==> src/rtl/cpuTypesPkg.sv <==
`default_nettype none

package cpuTypesPkg;

  // two cores share the memory system
  // snoop logic names the other core as ~owner, so this stays at 2
  localparam int CPUS = 2;

  // data word on load, store and ram lines
  typedef logic [31:0] wordT;

  // byte address, word index in bits 31:2
  typedef logic [31:0] addrT;

  // ram port status as seen by the controller
  typedef enum logic [1:0] {
    // no request on the port
    FREE,
    // request held, latency still counting
    BUSY,
    // request completes this cycle
    ACCESS,
    // address past the end of the ram
    ERROR
  } ramStateT;

endpackage

`default_nettype wire

==> src/rtl/busArbiter.sv <==
`timescale 1ns/1ps
`default_nettype none

module busArbiter (
  input  logic       CLK,
  input  logic       reset,
  input  logic [1:0] request,
  input  logic       done,
  output logic       grant
);

  // core that wins a tie
  logic priorityBit;
  // grant held for a core mid-transfer
  logic locked;
  logic lockedCore;

  always_comb begin
    if (locked && request[lockedCore]) begin
      // keep the current holder until its transfer ends
      grant = lockedCore;
    end else if (&request) begin
      grant = priorityBit;
    end else begin
      // single requester, or nobody (then core 0)
      grant = request[1];
    end
  end

  always_ff @(posedge CLK) begin
    if (reset) begin
      priorityBit <= 1'b0;
      locked      <= 1'b0;
      lockedCore  <= 1'b0;
    end else if (done) begin
      // finished core yields the tie to the other one
      priorityBit <= ~grant;
      locked      <= 1'b0;
    end else if (|request) begin
      locked     <= 1'b1;
      lockedCore <= grant;
    end else begin
      locked <= 1'b0;
    end
  end

endmodule

`default_nettype wire

==> src/rtl/coherenceController.sv <==
`timescale 1ns/1ps
`default_nettype none

module coherenceController (
  input  logic                                          CLK,
  input  logic                                          reset,
  input  logic              [cpuTypesPkg::CPUS-1:0]     dREN,
  input  logic              [cpuTypesPkg::CPUS-1:0]     dWEN,
  input  cpuTypesPkg::addrT [cpuTypesPkg::CPUS-1:0]     daddr,
  input  cpuTypesPkg::wordT [cpuTypesPkg::CPUS-1:0]     dstore,
  input  logic              [cpuTypesPkg::CPUS-1:0]     ccwrite,
  input  logic                                          dataGrant,
  input  cpuTypesPkg::ramStateT                         ramstate,
  output logic                                          busy,
  output logic                                          ramREN,
  output logic                                          ramWEN,
  output cpuTypesPkg::addrT                             ramaddr,
  output cpuTypesPkg::wordT                             ramstore,
  output logic              [cpuTypesPkg::CPUS-1:0]     dwait,
  output logic              [cpuTypesPkg::CPUS-1:0]     ccwait,
  output logic              [cpuTypesPkg::CPUS-1:0]     ccinv,
  output cpuTypesPkg::addrT [cpuTypesPkg::CPUS-1:0]     ccsnoopaddr,
  output logic                                          dataDone
);

  typedef enum logic [2:0] {
    IDLE,
    SNOOP,
    LOAD,
    STORE,
    FORWARD
  } ccStateT;

  ccStateT state;
  ccStateT nextState;

  // core being served, latched when leaving IDLE
  logic owner;
  // the core that gets snooped
  logic other;
  logic ramDone;

  assign other   = ~owner;
  assign ramDone = (ramstate == cpuTypesPkg::ACCESS);
  assign busy    = (state != IDLE);

  // each core is only ever snooped on the other core's address
  assign ccsnoopaddr[0] = daddr[1];
  assign ccsnoopaddr[1] = daddr[0];

  always_ff @(posedge CLK) begin
    if (reset) begin
      state <= IDLE;
      owner <= 1'b0;
    end else begin
      state <= nextState;
      if (state == IDLE && nextState != IDLE) begin
        owner <= dataGrant;
      end
    end
  end

  always_comb begin
    nextState = state;
    ramREN    = 1'b0;
    ramWEN    = 1'b0;
    ramaddr   = daddr[owner];
    ramstore  = dstore[owner];
    dwait     = '1;
    ccwait    = '0;
    ccinv     = '0;
    dataDone  = 1'b0;

    case (state)
      IDLE: begin
        // ram port left idle here, so the latency count starts clean
        if (dWEN[dataGrant]) begin
          nextState = STORE;
        end else if (dREN[dataGrant]) begin
          nextState = SNOOP;
        end
      end

      SNOOP: begin
        // other cache answers ccwrite in this same cycle
        ccwait[other] = 1'b1;
        // exclusive read kills the other copy
        ccinv[other]  = ccwrite[owner];
        if (ccwrite[other]) begin
          nextState = FORWARD;
        end else begin
          nextState = LOAD;
        end
      end

      LOAD: begin
        ramREN = 1'b1;
        if (ramDone) begin
          dwait[owner] = 1'b0;
          dataDone     = 1'b1;
          nextState    = IDLE;
        end
      end

      STORE: begin
        ramWEN = 1'b1;
        if (ramDone) begin
          dwait[owner] = 1'b0;
          dataDone     = 1'b1;
          nextState    = IDLE;
        end
      end

      FORWARD: begin
        // dirty word goes to ram, requester picks it up off ramload
        ramWEN        = 1'b1;
        ramstore      = dstore[other];
        // snooped core holds its word until the write lands
        ccwait[other] = ~ramDone;
        if (ramDone) begin
          dwait[owner] = 1'b0;
          dataDone     = 1'b1;
          nextState    = IDLE;
        end
      end

      default: begin
        nextState = IDLE;
      end
    endcase
  end

endmodule

`default_nettype wire

==> src/rtl/memoryControl.sv <==
`timescale 1ns/1ps
`default_nettype none

module memoryControl (
  input  logic                                      CLK,
  input  logic                                      reset,
  input  logic              [cpuTypesPkg::CPUS-1:0] iREN,
  input  cpuTypesPkg::addrT [cpuTypesPkg::CPUS-1:0] iaddr,
  output cpuTypesPkg::wordT [cpuTypesPkg::CPUS-1:0] iload,
  output logic              [cpuTypesPkg::CPUS-1:0] iwait,
  input  logic              [cpuTypesPkg::CPUS-1:0] dREN,
  input  logic              [cpuTypesPkg::CPUS-1:0] dWEN,
  input  cpuTypesPkg::addrT [cpuTypesPkg::CPUS-1:0] daddr,
  input  cpuTypesPkg::wordT [cpuTypesPkg::CPUS-1:0] dstore,
  output cpuTypesPkg::wordT [cpuTypesPkg::CPUS-1:0] dload,
  output logic              [cpuTypesPkg::CPUS-1:0] dwait,
  input  logic              [cpuTypesPkg::CPUS-1:0] ccwrite,
  output logic              [cpuTypesPkg::CPUS-1:0] ccwait,
  output logic              [cpuTypesPkg::CPUS-1:0] ccinv,
  output cpuTypesPkg::addrT [cpuTypesPkg::CPUS-1:0] ccsnoopaddr,
  output logic                                      ramREN,
  output logic                                      ramWEN,
  output cpuTypesPkg::addrT                         ramaddr,
  output cpuTypesPkg::wordT                         ramstore,
  input  cpuTypesPkg::wordT                         ramload,
  input  cpuTypesPkg::ramStateT                     ramstate
);

  logic              iGrant;
  logic              iDone;
  logic              dataGrant;
  logic              dataDone;
  logic              ccBusy;
  logic              ccRamREN;
  logic              ccRamWEN;
  cpuTypesPkg::addrT ccRamaddr;
  // data side owns the ram port
  logic              dataOwn;

  busArbiter dataArb (
    .CLK     (CLK),
    .reset   (reset),
    .request (dREN | dWEN),
    .done    (dataDone),
    .grant   (dataGrant)
  );

  busArbiter instrArb (
    .CLK     (CLK),
    .reset   (reset),
    .request (iREN),
    .done    (iDone),
    .grant   (iGrant)
  );

  coherenceController ccCtrl (
    .CLK         (CLK),
    .reset       (reset),
    .dREN        (dREN),
    .dWEN        (dWEN),
    .daddr       (daddr),
    .dstore      (dstore),
    .ccwrite     (ccwrite),
    .dataGrant   (dataGrant),
    .ramstate    (ramstate),
    .busy        (ccBusy),
    .ramREN      (ccRamREN),
    .ramWEN      (ccRamWEN),
    .ramaddr     (ccRamaddr),
    .ramstore    (ramstore),
    .dwait       (dwait),
    .ccwait      (ccwait),
    .ccinv       (ccinv),
    .ccsnoopaddr (ccsnoopaddr),
    .dataDone    (dataDone)
  );

  // pending data traffic blocks fetches, even before the FSM leaves IDLE
  assign dataOwn = ccBusy | (|(dREN | dWEN));

  // fetches are read only
  assign ramREN  = dataOwn ? ccRamREN : iREN[iGrant];
  assign ramWEN  = dataOwn & ccRamWEN;
  assign ramaddr = dataOwn ? ccRamaddr : iaddr[iGrant];

  assign iDone = ~dataOwn & iREN[iGrant] & (ramstate == cpuTypesPkg::ACCESS);

  always_comb begin
    iwait = '1;
    // only the granted fetch sees its wait drop
    if (iDone) begin
      iwait[iGrant] = 1'b0;
    end
  end

  // load data valid only while the matching wait is low
  assign dload = {cpuTypesPkg::CPUS{ramload}};
  assign iload = {cpuTypesPkg::CPUS{ramload}};

endmodule

`default_nettype wire

==> config.mk <==
export PLATFORM = sky130hd
export DESIGN_NAME = memoryControl
export DESIGN_NICKNAME = d
export VERILOG_FILES = /design/src/rtl/cpuTypesPkg.sv /design/src/rtl/busArbiter.sv /design/src/rtl/coherenceController.sv /design/src/rtl/memoryControl.sv
export SDC_FILE = /design/constraint.sdc
export NUM_CORES = 1
export LEC_CHECK = 0
export ABC_CLOCK_PERIOD_IN_PS = 4000
export BUFFER_PORTS_ARGS = -buffer_cell sky130_fd_sc_hd__buf_2
export CORE_AREA = 2 2 195 197
export CTS_CLUSTER_DIAMETER = 120
export DETAILED_ROUTE_END_ITERATION = 8
export DIE_AREA = 0 0 197 199
export HOLD_SLACK_MARGIN = 0.03
export PLACE_DENSITY = 0.36
export SYNTH_ARGS = -nofsm -noshare
export SYNTH_HDL_FRONTEND = slang
export SYNTH_SLANG_ARGS = --single-unit
==> constraint.sdc <==
create_clock -name CLK -period 4 [get_ports CLK]
set_clock_uncertainty 0.15 [all_clocks]
set_input_delay 1.2 -clock CLK [delete_from_list [all_inputs] [get_ports CLK]]
set_output_delay 1.2 -clock CLK [all_outputs]
set_load 0.02 [all_outputs]
Word level (Yosys, flattened, before mapping)
Index checks and enable logic that the tools add are counted.

operators by class
  order comparisons = 9
  equality and inequality tests = 5
  bitwise operators = 16
  reduce and logical (&&, ||, !) cells = 19
  multiplexer cells = 51

operator list
  cell                                                                          number
  32-bit 2-to-1 mux                                                             10
  1-bit 2-to-1 mux                                                              28
  1-bit by 2-bit less-than comparator with 1-bit output, second input constant  6
  3-bit 2-to-1 mux                                                              4
  2-bit OR reduction                                                            5
  3-bit case mux with 3 select lines                                            1
  2-bit 2-to-1 mux                                                              4
  2-bit AND reduction                                                           4
  1-bit inverter                                                                7
  3-bit by 2-bit == test with 1-bit output, second input constant               2
  1-bit logical AND                                                             6
  3-bit nonzero test                                                            2
  2-bit bitwise AND                                                             2
  2-bit inverter                                                                2
  2-bit case mux with 2 select lines                                            1
  1-bit bitwise AND                                                             3
  1-bit demux with 1-bit select                                                 3
  3-bit by 1-bit == test with 1-bit output, second input constant               1
  3-bit == test, second input constant                                          1
  1-bit >= comparator, second input constant                                    3
  3-bit logical NOT                                                             1
  3-bit OR reduction                                                            1
  2-bit == test, second input constant                                          1
  2-bit bitwise OR                                                              1
  1-bit bitwise OR                                                              1

storage, ports and cells
  flip-flop bits (word level) = 10
  logic and storage cells = 108
  bits of input ports = 236

Depth between registers and ports, before layout
Gate-level depths: netlist of the first run.

  depth in word-level cells = 12
  gate-level depth with buffers = 6

Cells and area by module
From an unflattened synthesis of the first run, not the netlist that was laid out.

unflattened totals
  cell total of the unflattened synthesis = 422
  area total of the unflattened synthesis = 3801.1 um2

modules (own cells, without submodules)
  module               area each (um2)  times used  cells each
  memoryControl        1821.7           1           211
  coherenceController  1696.6           1           179
  busArbiter           141.4            2           16

Least setup slack after synthesis of the first run
No wires, ideal clock.

  kind = in2out
  start = input dREN[1] (netlist name)
  end = output ramaddr[23]
  setup slack = 0.169 ns
  stages on the path = 5
  path buffers = 2
  data arrival time = 2.481 ns
  required time = 2.650 ns
  cells stage by stage = nor4_4 nand2_2 buf_6 clkbuf_1 o21ai_0

between the ends
  word-level cells in the longest chain between the ends = 4

RTL lines
  what                line                 RTL
  start: declaration  memoryControl.sv:11  input logic [cpuTypesPkg::CPUS-1:0] dREN,
  2-bit bitwise OR    memoryControl.sv:79  assign dataOwn = ccBusy | (|(dREN | dWEN));
  2-bit OR reduction  memoryControl.sv:79
  1-bit bitwise OR    memoryControl.sv:79
  32-bit 2-to-1 mux   memoryControl.sv:84  assign ramaddr = dataOwn ? ccRamaddr : iaddr[iGrant];
  end: declaration    memoryControl.sv:23  output cpuTypesPkg::addrT ramaddr,

Every way passes these cells.

Worst setup path in the final report of the first run
  start = input dREN[1] (netlist name)
  end = output ramaddr[27]

The elaborated chain is that of the path after synthesis.

==> results.md, run 1 <==
- Setup slack, reg-to-reg: 2.04 ns
- Post-layout nets: 823
- Number of port buffers: 341
- TritonCTS clock tree: built
- First DRT Iteration DRCs: 62
- Fin crit share: 96.7%
- Cell count after synthesis: 445
- Clock Sinks: 10
- Max Cap Violations: 0
- Synth unique cells: 37
- Via-to-Cell Ratio: 3.12
- Final GP Congestion: 0.720
- Die area: 39200 sq um
- Root Driver: clkbuf_16
- Status: finished clean
- Yosys warns: 0
- Critical Path AT: 2.52 ns
- Area Overhead vs Synth: 28.8%
- Ys async rst share: 0%
- GRT overflow: 0
- Cell Area, Placed: 4390 sq um
- Largest net degree at the start of global routing: 47
- Slowest stage delay, CP: 0.34 ns
- Hold depth: 2
- Layout cells sized above 1: 72.7%
- Pre-Repair DR Iteration Count: 3
- Routed WL: 13900 um
- Post-DP HPWL: 12300 um
- Worst min path class: reg2reg
- Starting density of the core: 9.36%
- Wirelength per Cell: 13.1 um
- Leakage: 2.22 nW
- DRC Markers: 0
- Non-filler cells, final: 1061
- Worst-margin pin slew: 0.601 ns
- # setup viols final: 0
- Netlist Area Pre-Place: 3480 sq um
- EDFF count, synth: 0
- Vias post-DR: 3312
- Clock slew at reported path FFs: 0.04 ns
- WS Path Type: in2out
- Reg-to-Reg End: dataArb.priorityBit
- Crit. End Element: output port
- Clk Latency, worst-skew pair: 0.23 ns
- Core Region: 37100 sq um
- Synth Register Bits: 10
- Setup TNS Final: 0 ns
- Relative slew slack: 59.9%
- Placed Cells: 1056
- CTS buffer count: 3
- Hold_sp: dataArb.lockedCore
- Minimum clock period: 3.87 ns
- CP dominant cell by count: buf_2
- RSZ-0062 raised after global routing: no
- RR Startpoint: ccCtrl.state[2]
- Gr usage total: 6.38%
- Fin. max-slew vios: 0
- Die height: 199 um
- Rows: 71
- Crit Path Max Fanout: 18
- Power density cells: 232 nW/um^2
- Critical Path Start Type: input port
- Max clock buf depth: 2
- Peak Freq: 259 MHz
- Initial antenna violation count: 2
- Total I/O pin count: 502
- Routed Antenna Nets: 0
- Die W: 197 um
- First-pass GRT wire length: 18800 um
- Fin util: 12.1%
- Critical Path Slowest Stage Cell: nor4_4
- Sequential share of the synthesized area: 5.76%
- Vias in the first global route: 3087
- Max VDD drop: 0.122 mV
- Worst path cell trace: buf_2 -> nor4_4 -> nand2_2 -> buf_4 -> o21ai_0 -> buf_2
- Synth Area per Inst: 7.81 sq um
- Hold worst-path end: dataArb.lockedCore
- Ys flop type: dfxtp_1
- Fin. Hold Viols: 0
- H-tree levels: 1
- CP startpoint: dREN[1]
- Post-Syn Nets: 681
- Final-layout fill cell count: 4342
- WP data required: 2.65 ns
- R2R cell count: 5
- Design area: 4480 sq um
[cell usage after synthesis (all sizes together), types with 2 or more instances]
cell	number	area, sq um
a211oi	3	22.5
a21boi	2	15.0
a21oi	5	25.0
buf	202	1500
clkbuf	11	41.3
dfxtp	10	200
mux2	66	743
mux2i	35	350
nand2	38	145
nand2b	3	18.8
nor2	9	33.8
nor2b	3	18.8
nor3	5	30.0
nor3b	3	22.5
o21ai	33	165
or3b	2	17.5
or4	2	15.0
[kinds of logic (layout without fill, tap and decap cells)]
logic type,count (synthesis),count (layout),synth area share (%)
AND/OR/NAND/NOR,73,73,10.9
AO/OA/AOI/OAI,47,47,7.45
flip-flops,10,10,5.76
XOR/XNOR,1,1,0.252
buffers and inverters,213,354,44.2
other,0,1,0
multiplexers,101,101,31.5
[per-layer routing]
layer | vias up | routed length, um | GRT usage (%)
met2 | 257 | 6550 | 11.2
li1 | 1594 | - | -
met4 | 2 | 260 | 1.48
met1 | 1426 | 5410 | 7.18
met3 | 33 | 1650 | 2.63
met5 | - | 13 | 0
[critical path, delay by kind of cell]
kind            cells  cell delay (ns)
buf+inv             3             0.57
simple gates        2             0.49
compound gates      1             0.24
[what timing repair did]
action	4_1_cts	5_1_grt
setup buffers	0	0
gates resized for setup	0	1
setup endpoints to repair	0	1
endpoints found under the hold margin	0	0
hold buffers	0	0
[sequential cells by signal (all words and copies together) (netlist names)]
name / count
ccCtrl.state: 3
ccCtrl.owner: 1
dataArb.locked: 1
dataArb.lockedCore: 1
dataArb.priorityBit: 1
instrArb.locked: 1
instrArb.lockedCore: 1
instrArb.priorityBit: 1
[layout make-up]
| class | count | area, sq um | share of cell area [%] |
|---|---|---|---|
| Antenna cell | 1 | 2.50 | 0.0559 |
| Clock buffer | 4 | 88.8 | 1.98 |
| Multi-Input combinational cell | 222 | 1770 | 39.5 |
| Sequential cell | 10 | 201 | 4.50 |
| Tap cell | 474 | 593 | 13.2 |
| Timing Repair Buffer | 350 | 1820 | 40.7 |
[through the flow]
stage	hold WS [ns]	total power, mW	setup slack, ns
final	0.336	1.04	0.132
after detailed placement	0.337	0.855	0.107
after global placement	0.321	0.857	0.109
after CTS	0.345	1.05	0.0936
after floorplan	0.300	0.779	0.169
after global routing	0.390	1.11	0.0569
[report_power, final]
group,total [mW],internal [mW],switching (mW),leakage (nW)
sequential,0.130,0.111,0.0188,0.0828
combinational,0.714,0.317,0.397,2.10
clock,0.195,0.150,0.0445,0.0442
[placed cells by master, fill, tap and decap left out, types with 2 or more instances in the layout]
cell	count
buf_12	4
nand2_1	37
nor3_1	4
clkbuf_16	3
nand2b_1	3
mux2_2	63
buf_4	5
or4_1	2
nor2b_1	3
mux2_1	3
a211oi_1	3
nor2_1	9
a21oi_1	5
buf_2	341
mux2i_1	35
nor3b_1	3
o21ai_0	32
dfxtp_1	9
[how the worst max path moves through the flow]
stage          cells past startpoint  slack [ns]          end
2_1_floorplan                      5        0.17  ramaddr[23]
3_3_place_gp                       6        0.11  ramaddr[17]
3_5_place_dp                       6        0.11  ramaddr[22]
4_1_cts                            6        0.09  ramaddr[22]
5_1_grt                            6        0.06  ramaddr[27]
6_report                           6        0.13  ramaddr[27]
(Power assumes the default switching activity.)
==> run 2: changes to the inputs <==
--- a/config.mk
+++ b/config.mk
@@ -5,6 +5,7 @@
 export SDC_FILE = /design/constraint.sdc
 export NUM_CORES = 1
 export LEC_CHECK = 0
+export ABC_AREA = 1
 export ABC_CLOCK_PERIOD_IN_PS = 4000
 export BUFFER_PORTS_ARGS = -buffer_cell sky130_fd_sc_hd__buf_2
 export CORE_AREA = 2 2 195 197
==> run 2 against run 1 <==
Net effect:
- total power rose by 59%
- clock-buffer cell count did not move
- critical path type unchanged
- via count rose by 22%
- final area rose by 0.89%
- setup slack improved by 0.0055 ns
==> results.md, run 2 <==
- Worst-margin pin slew: 0.667 ns (+0.0660 ns)
- Vias in the first global route: 3759 (+22%)
- WP data required: 2.65 ns (about the same)
- Met1 GRT Util: 7.02% (-0.16 points)
- Max reg flops: 3 (unchanged)
- Final-layout fill cell count: 4415 (+1.7%)
- Met3 usage: 2.32% (-0.31 points)
- Rows: 71 (unchanged)
- Die W: 197 um (unchanged)
- Core Region: 37100 sq um (unchanged)
- Ys async rst share: 0% (unchanged)
- Placed Cells: 1212 (+15%)
- Routed Antenna Nets: 0 (unchanged)
- Max VDD drop: 0.176 mV (+44%)
- Vias post-DR: 4053 (+22%)
- Crit Path Max Fanout: 41 (+23)
- Total I/O pin count: 502 (unchanged)
- Critical Path Start Type: input port
- EDFF count, synth: 0 (unchanged)
- M2 GR Usage: 15.2% (+4.0 points)
- Critical Path AT: 2.51 ns (about the same)
- Clock Sinks: 10 (unchanged)
- GRT overflow: 0 (unchanged)
- Yosys warns: 0 (unchanged)
- Crit. End Element: output port
- Routed WL: 16900 um (+22%)
- Commonest cells post-synth: buf_4, nand2_1, inv_1
- Cell count after synthesis: 592 (+33%)
- Worst path cell trace: buf_2 -> nor2_2 -> nand3_4 -> nor2_4 -> buf_12 -> buf_4 -> nor2_1 -> a21oi_1 -> buf_2
- TritonCTS clock tree: built
- Status: finished clean
- First-pass GRT wire length: 21700 um (+15%)
- Layout cells sized above 1: 51.2% (-21 points)
- Relative slew slack: 55.1% (-4.9 points)
- Synth Register Bits: 10 (unchanged)
- Synth unique cells: 24 (-35%)
- Netlist Area Pre-Place: 3480 sq um (about the same)
- DRC Markers: 0 (unchanged)
- RSZ-0062 raised after global routing: no
- Fin. Hold Viols: 0 (unchanged)
- Post-DP HPWL: 14900 um (+21%)
- Post-Syn Nets: 828 (+22%)
- Most frequent cell after synthesis: buf_4
- Minimum clock period: 3.86 ns (-0.00550 ns)
- Worst min path class: reg2reg
- Root Driver: clkbuf_16
- Most frequent cells in the layout: buf_2, nand2_1, inv_1, o21ai_0, nor2_1
- Post-layout nets: 979 (+19%)
- Number of port buffers: 341 (unchanged)
- Sequential share of the synthesized area: 5.76% (about the same)
- Clock slew at reported path FFs: 0.04 ns (about the same)
- GR peak layer: met2
- Synth Area per Inst: 5.88 sq um (-25%)
- Largest register by flop count: ccCtrl.state
- Clk Latency, worst-skew pair: 0.24 ns (about the same)
- Area contributors post-synth: buf_4, nand2_1, o21ai_0, a21oi_1, dfxtp_1
- Max Cap Violations: 0 (unchanged)
- Gr usage total: 7.62% (+1.2 points)
- CTS buffer count: 3 (unchanged)
- Leakage: 2.51 nW (+13%)
- Initial antenna violation count: 4 (+2)
- Starting density of the core: 9.37% (about the same)
- Commonest non-fill, non-tap cell in the layout: buf_2
- WS Path Type: in2out
- CP top delay family: buffers and inverters
- Fin util: 12.2% (+0.11 points)
- Pre-Repair DR Iteration Count: 4 (+1)
- CP dominant cell by count: buf_2
- Share of the synthesized area in the top cell type: 43.2% (+1.7 points)
- # setup viols final: 0 (unchanged)
- Setup slack, reg-to-reg: 2.27 ns (+0.23 ns)
- First DRT Iteration DRCs: 101 (+63%)
- Wirelength per Cell: 13.9 um (+6.3%)
- Leading area contributor after synthesis: buf_4
- Max clock buf depth: 2 (unchanged)
- # hold bufs at CTS: 0 (unchanged)
- Final GP Congestion: 0.771 (+7.0%)
- Fin. max-slew vios: 0 (unchanged)
- Peak Freq: 259 MHz (+0.14%)
- Slowest stage delay, CP: 0.21 ns (-0.13 ns)
- Fin crit share: 96.6% (-0.14 points)
- Crit path buf inv count: 4 (+1)
- Ys flop type: dfxtp_1
- Tot Pwr: 1.65 mW (+59%)
- Largest net degree at the start of global routing: 42 (-11%)
- Via-to-Cell Ratio: 3.33 (+6.7%)
- Die height: 199 um (unchanged)
- H-tree levels: 1 (unchanged)
- Non-filler cells, final: 1217 (+15%)
- Die area: 39200 sq um (unchanged)
- Area Overhead vs Synth: 29.9%
- Power density cells: 364 nW/um^2 (+57%)
- Critical Path Slowest Stage Cell: buf_2
## run 2: cell types whose count changed in the layout (fill, tap and decap cells not counted), sizes merged, moves of 13 or more
cell,previous run,this run
nand2,38,127
mux2,66,0
inv,0,53
nor2,9,48
a21oi,5,42
mux2i,35,15
o21ai,33,51
o22ai,0,16
buf,350,363
## run 2: worst register-to-register path, stage by stage (launching register included)
cell and delay (ns):
dfxtp_2 0.35, buf_12 0.20, o21ai_0 0.60, o22a_1 0.26, a21oi_1 0.06
## run 2: report_power, final
part           internal (mW)  switching [mW]  leakage, nW
registers              0.116          0.0214       0.0828
clock network          0.151          0.0494       0.0442
logic                  0.449           0.860         2.38
total                  0.715           0.931         2.51
## run 2: area by class of cell
| cell class | count | area (sq um) | area share [%] |
|---|---|---|---|
| timing repair buffer | 363 | 1920 | 42.5 |
| clock buffer | 4 | 88.8 | 1.97 |
| inverter | 53 | 199 | 4.40 |
| tap | 474 | 593 | 13.1 |
| multi-input combinational | 312 | 1510 | 33.5 |
| sequential | 10 | 201 | 4.46 |
| antenna | 1 | 2.50 | 0.0554 |
## run 2: worst paths after layout
check,from,end,cells past startpoint
worst max-delay path,dREN[1],ramaddr[1],9
worst min-delay path,instrArb.lockedCore,instrArb.lockedCore,2
worst max register to register,ccCtrl.owner,ccCtrl.state[1],4
worst min register to register,instrArb.lockedCore,instrArb.lockedCore,2
## run 2: what timing repair did
action,in CTS,in global routing
buffers inserted,1,0
endpoints found under the setup margin,14,32
gates resized for setup,2,2
pin swaps,2,2
## run 2: logic make-up after synthesis
group | after synthesis | share of synthesized area [%]
flops | 10 | 5.76
compound gates | 110 | 16.5
xor+xnor | 1 | 0.791
buf+inv | 270 | 51.3
mux | 15 | 4.32
simple gates | 186 | 21.3
## run 2: per-stage QoR
step / area, sq um / TNS (ns) / setup WS (ns) / hold slack (ns)
final: 4520 / 0 / 0.138 / 0.309
after floorplan: 3480 / 0 / 0.387 / 0.289
after global placement: 4410 / -0.307 / -0.0387 / 0.303
after CTS: 4510 / 0 / 0.000553 / 0.310
after detailed placement: 4410 / -0.722 / -0.102 / 0.303
after global routing: 4520 / 0 / 0.00818 / 0.342
## run 2: layer usage
layer,share of wire (%),vias to the layer above,wire (um)
li1,-,1968,-
met1,34,1722,5800
met2,52,298,8730
met3,9.3,59,1570
met4,4.6,6,779
met5,0.26,-,44
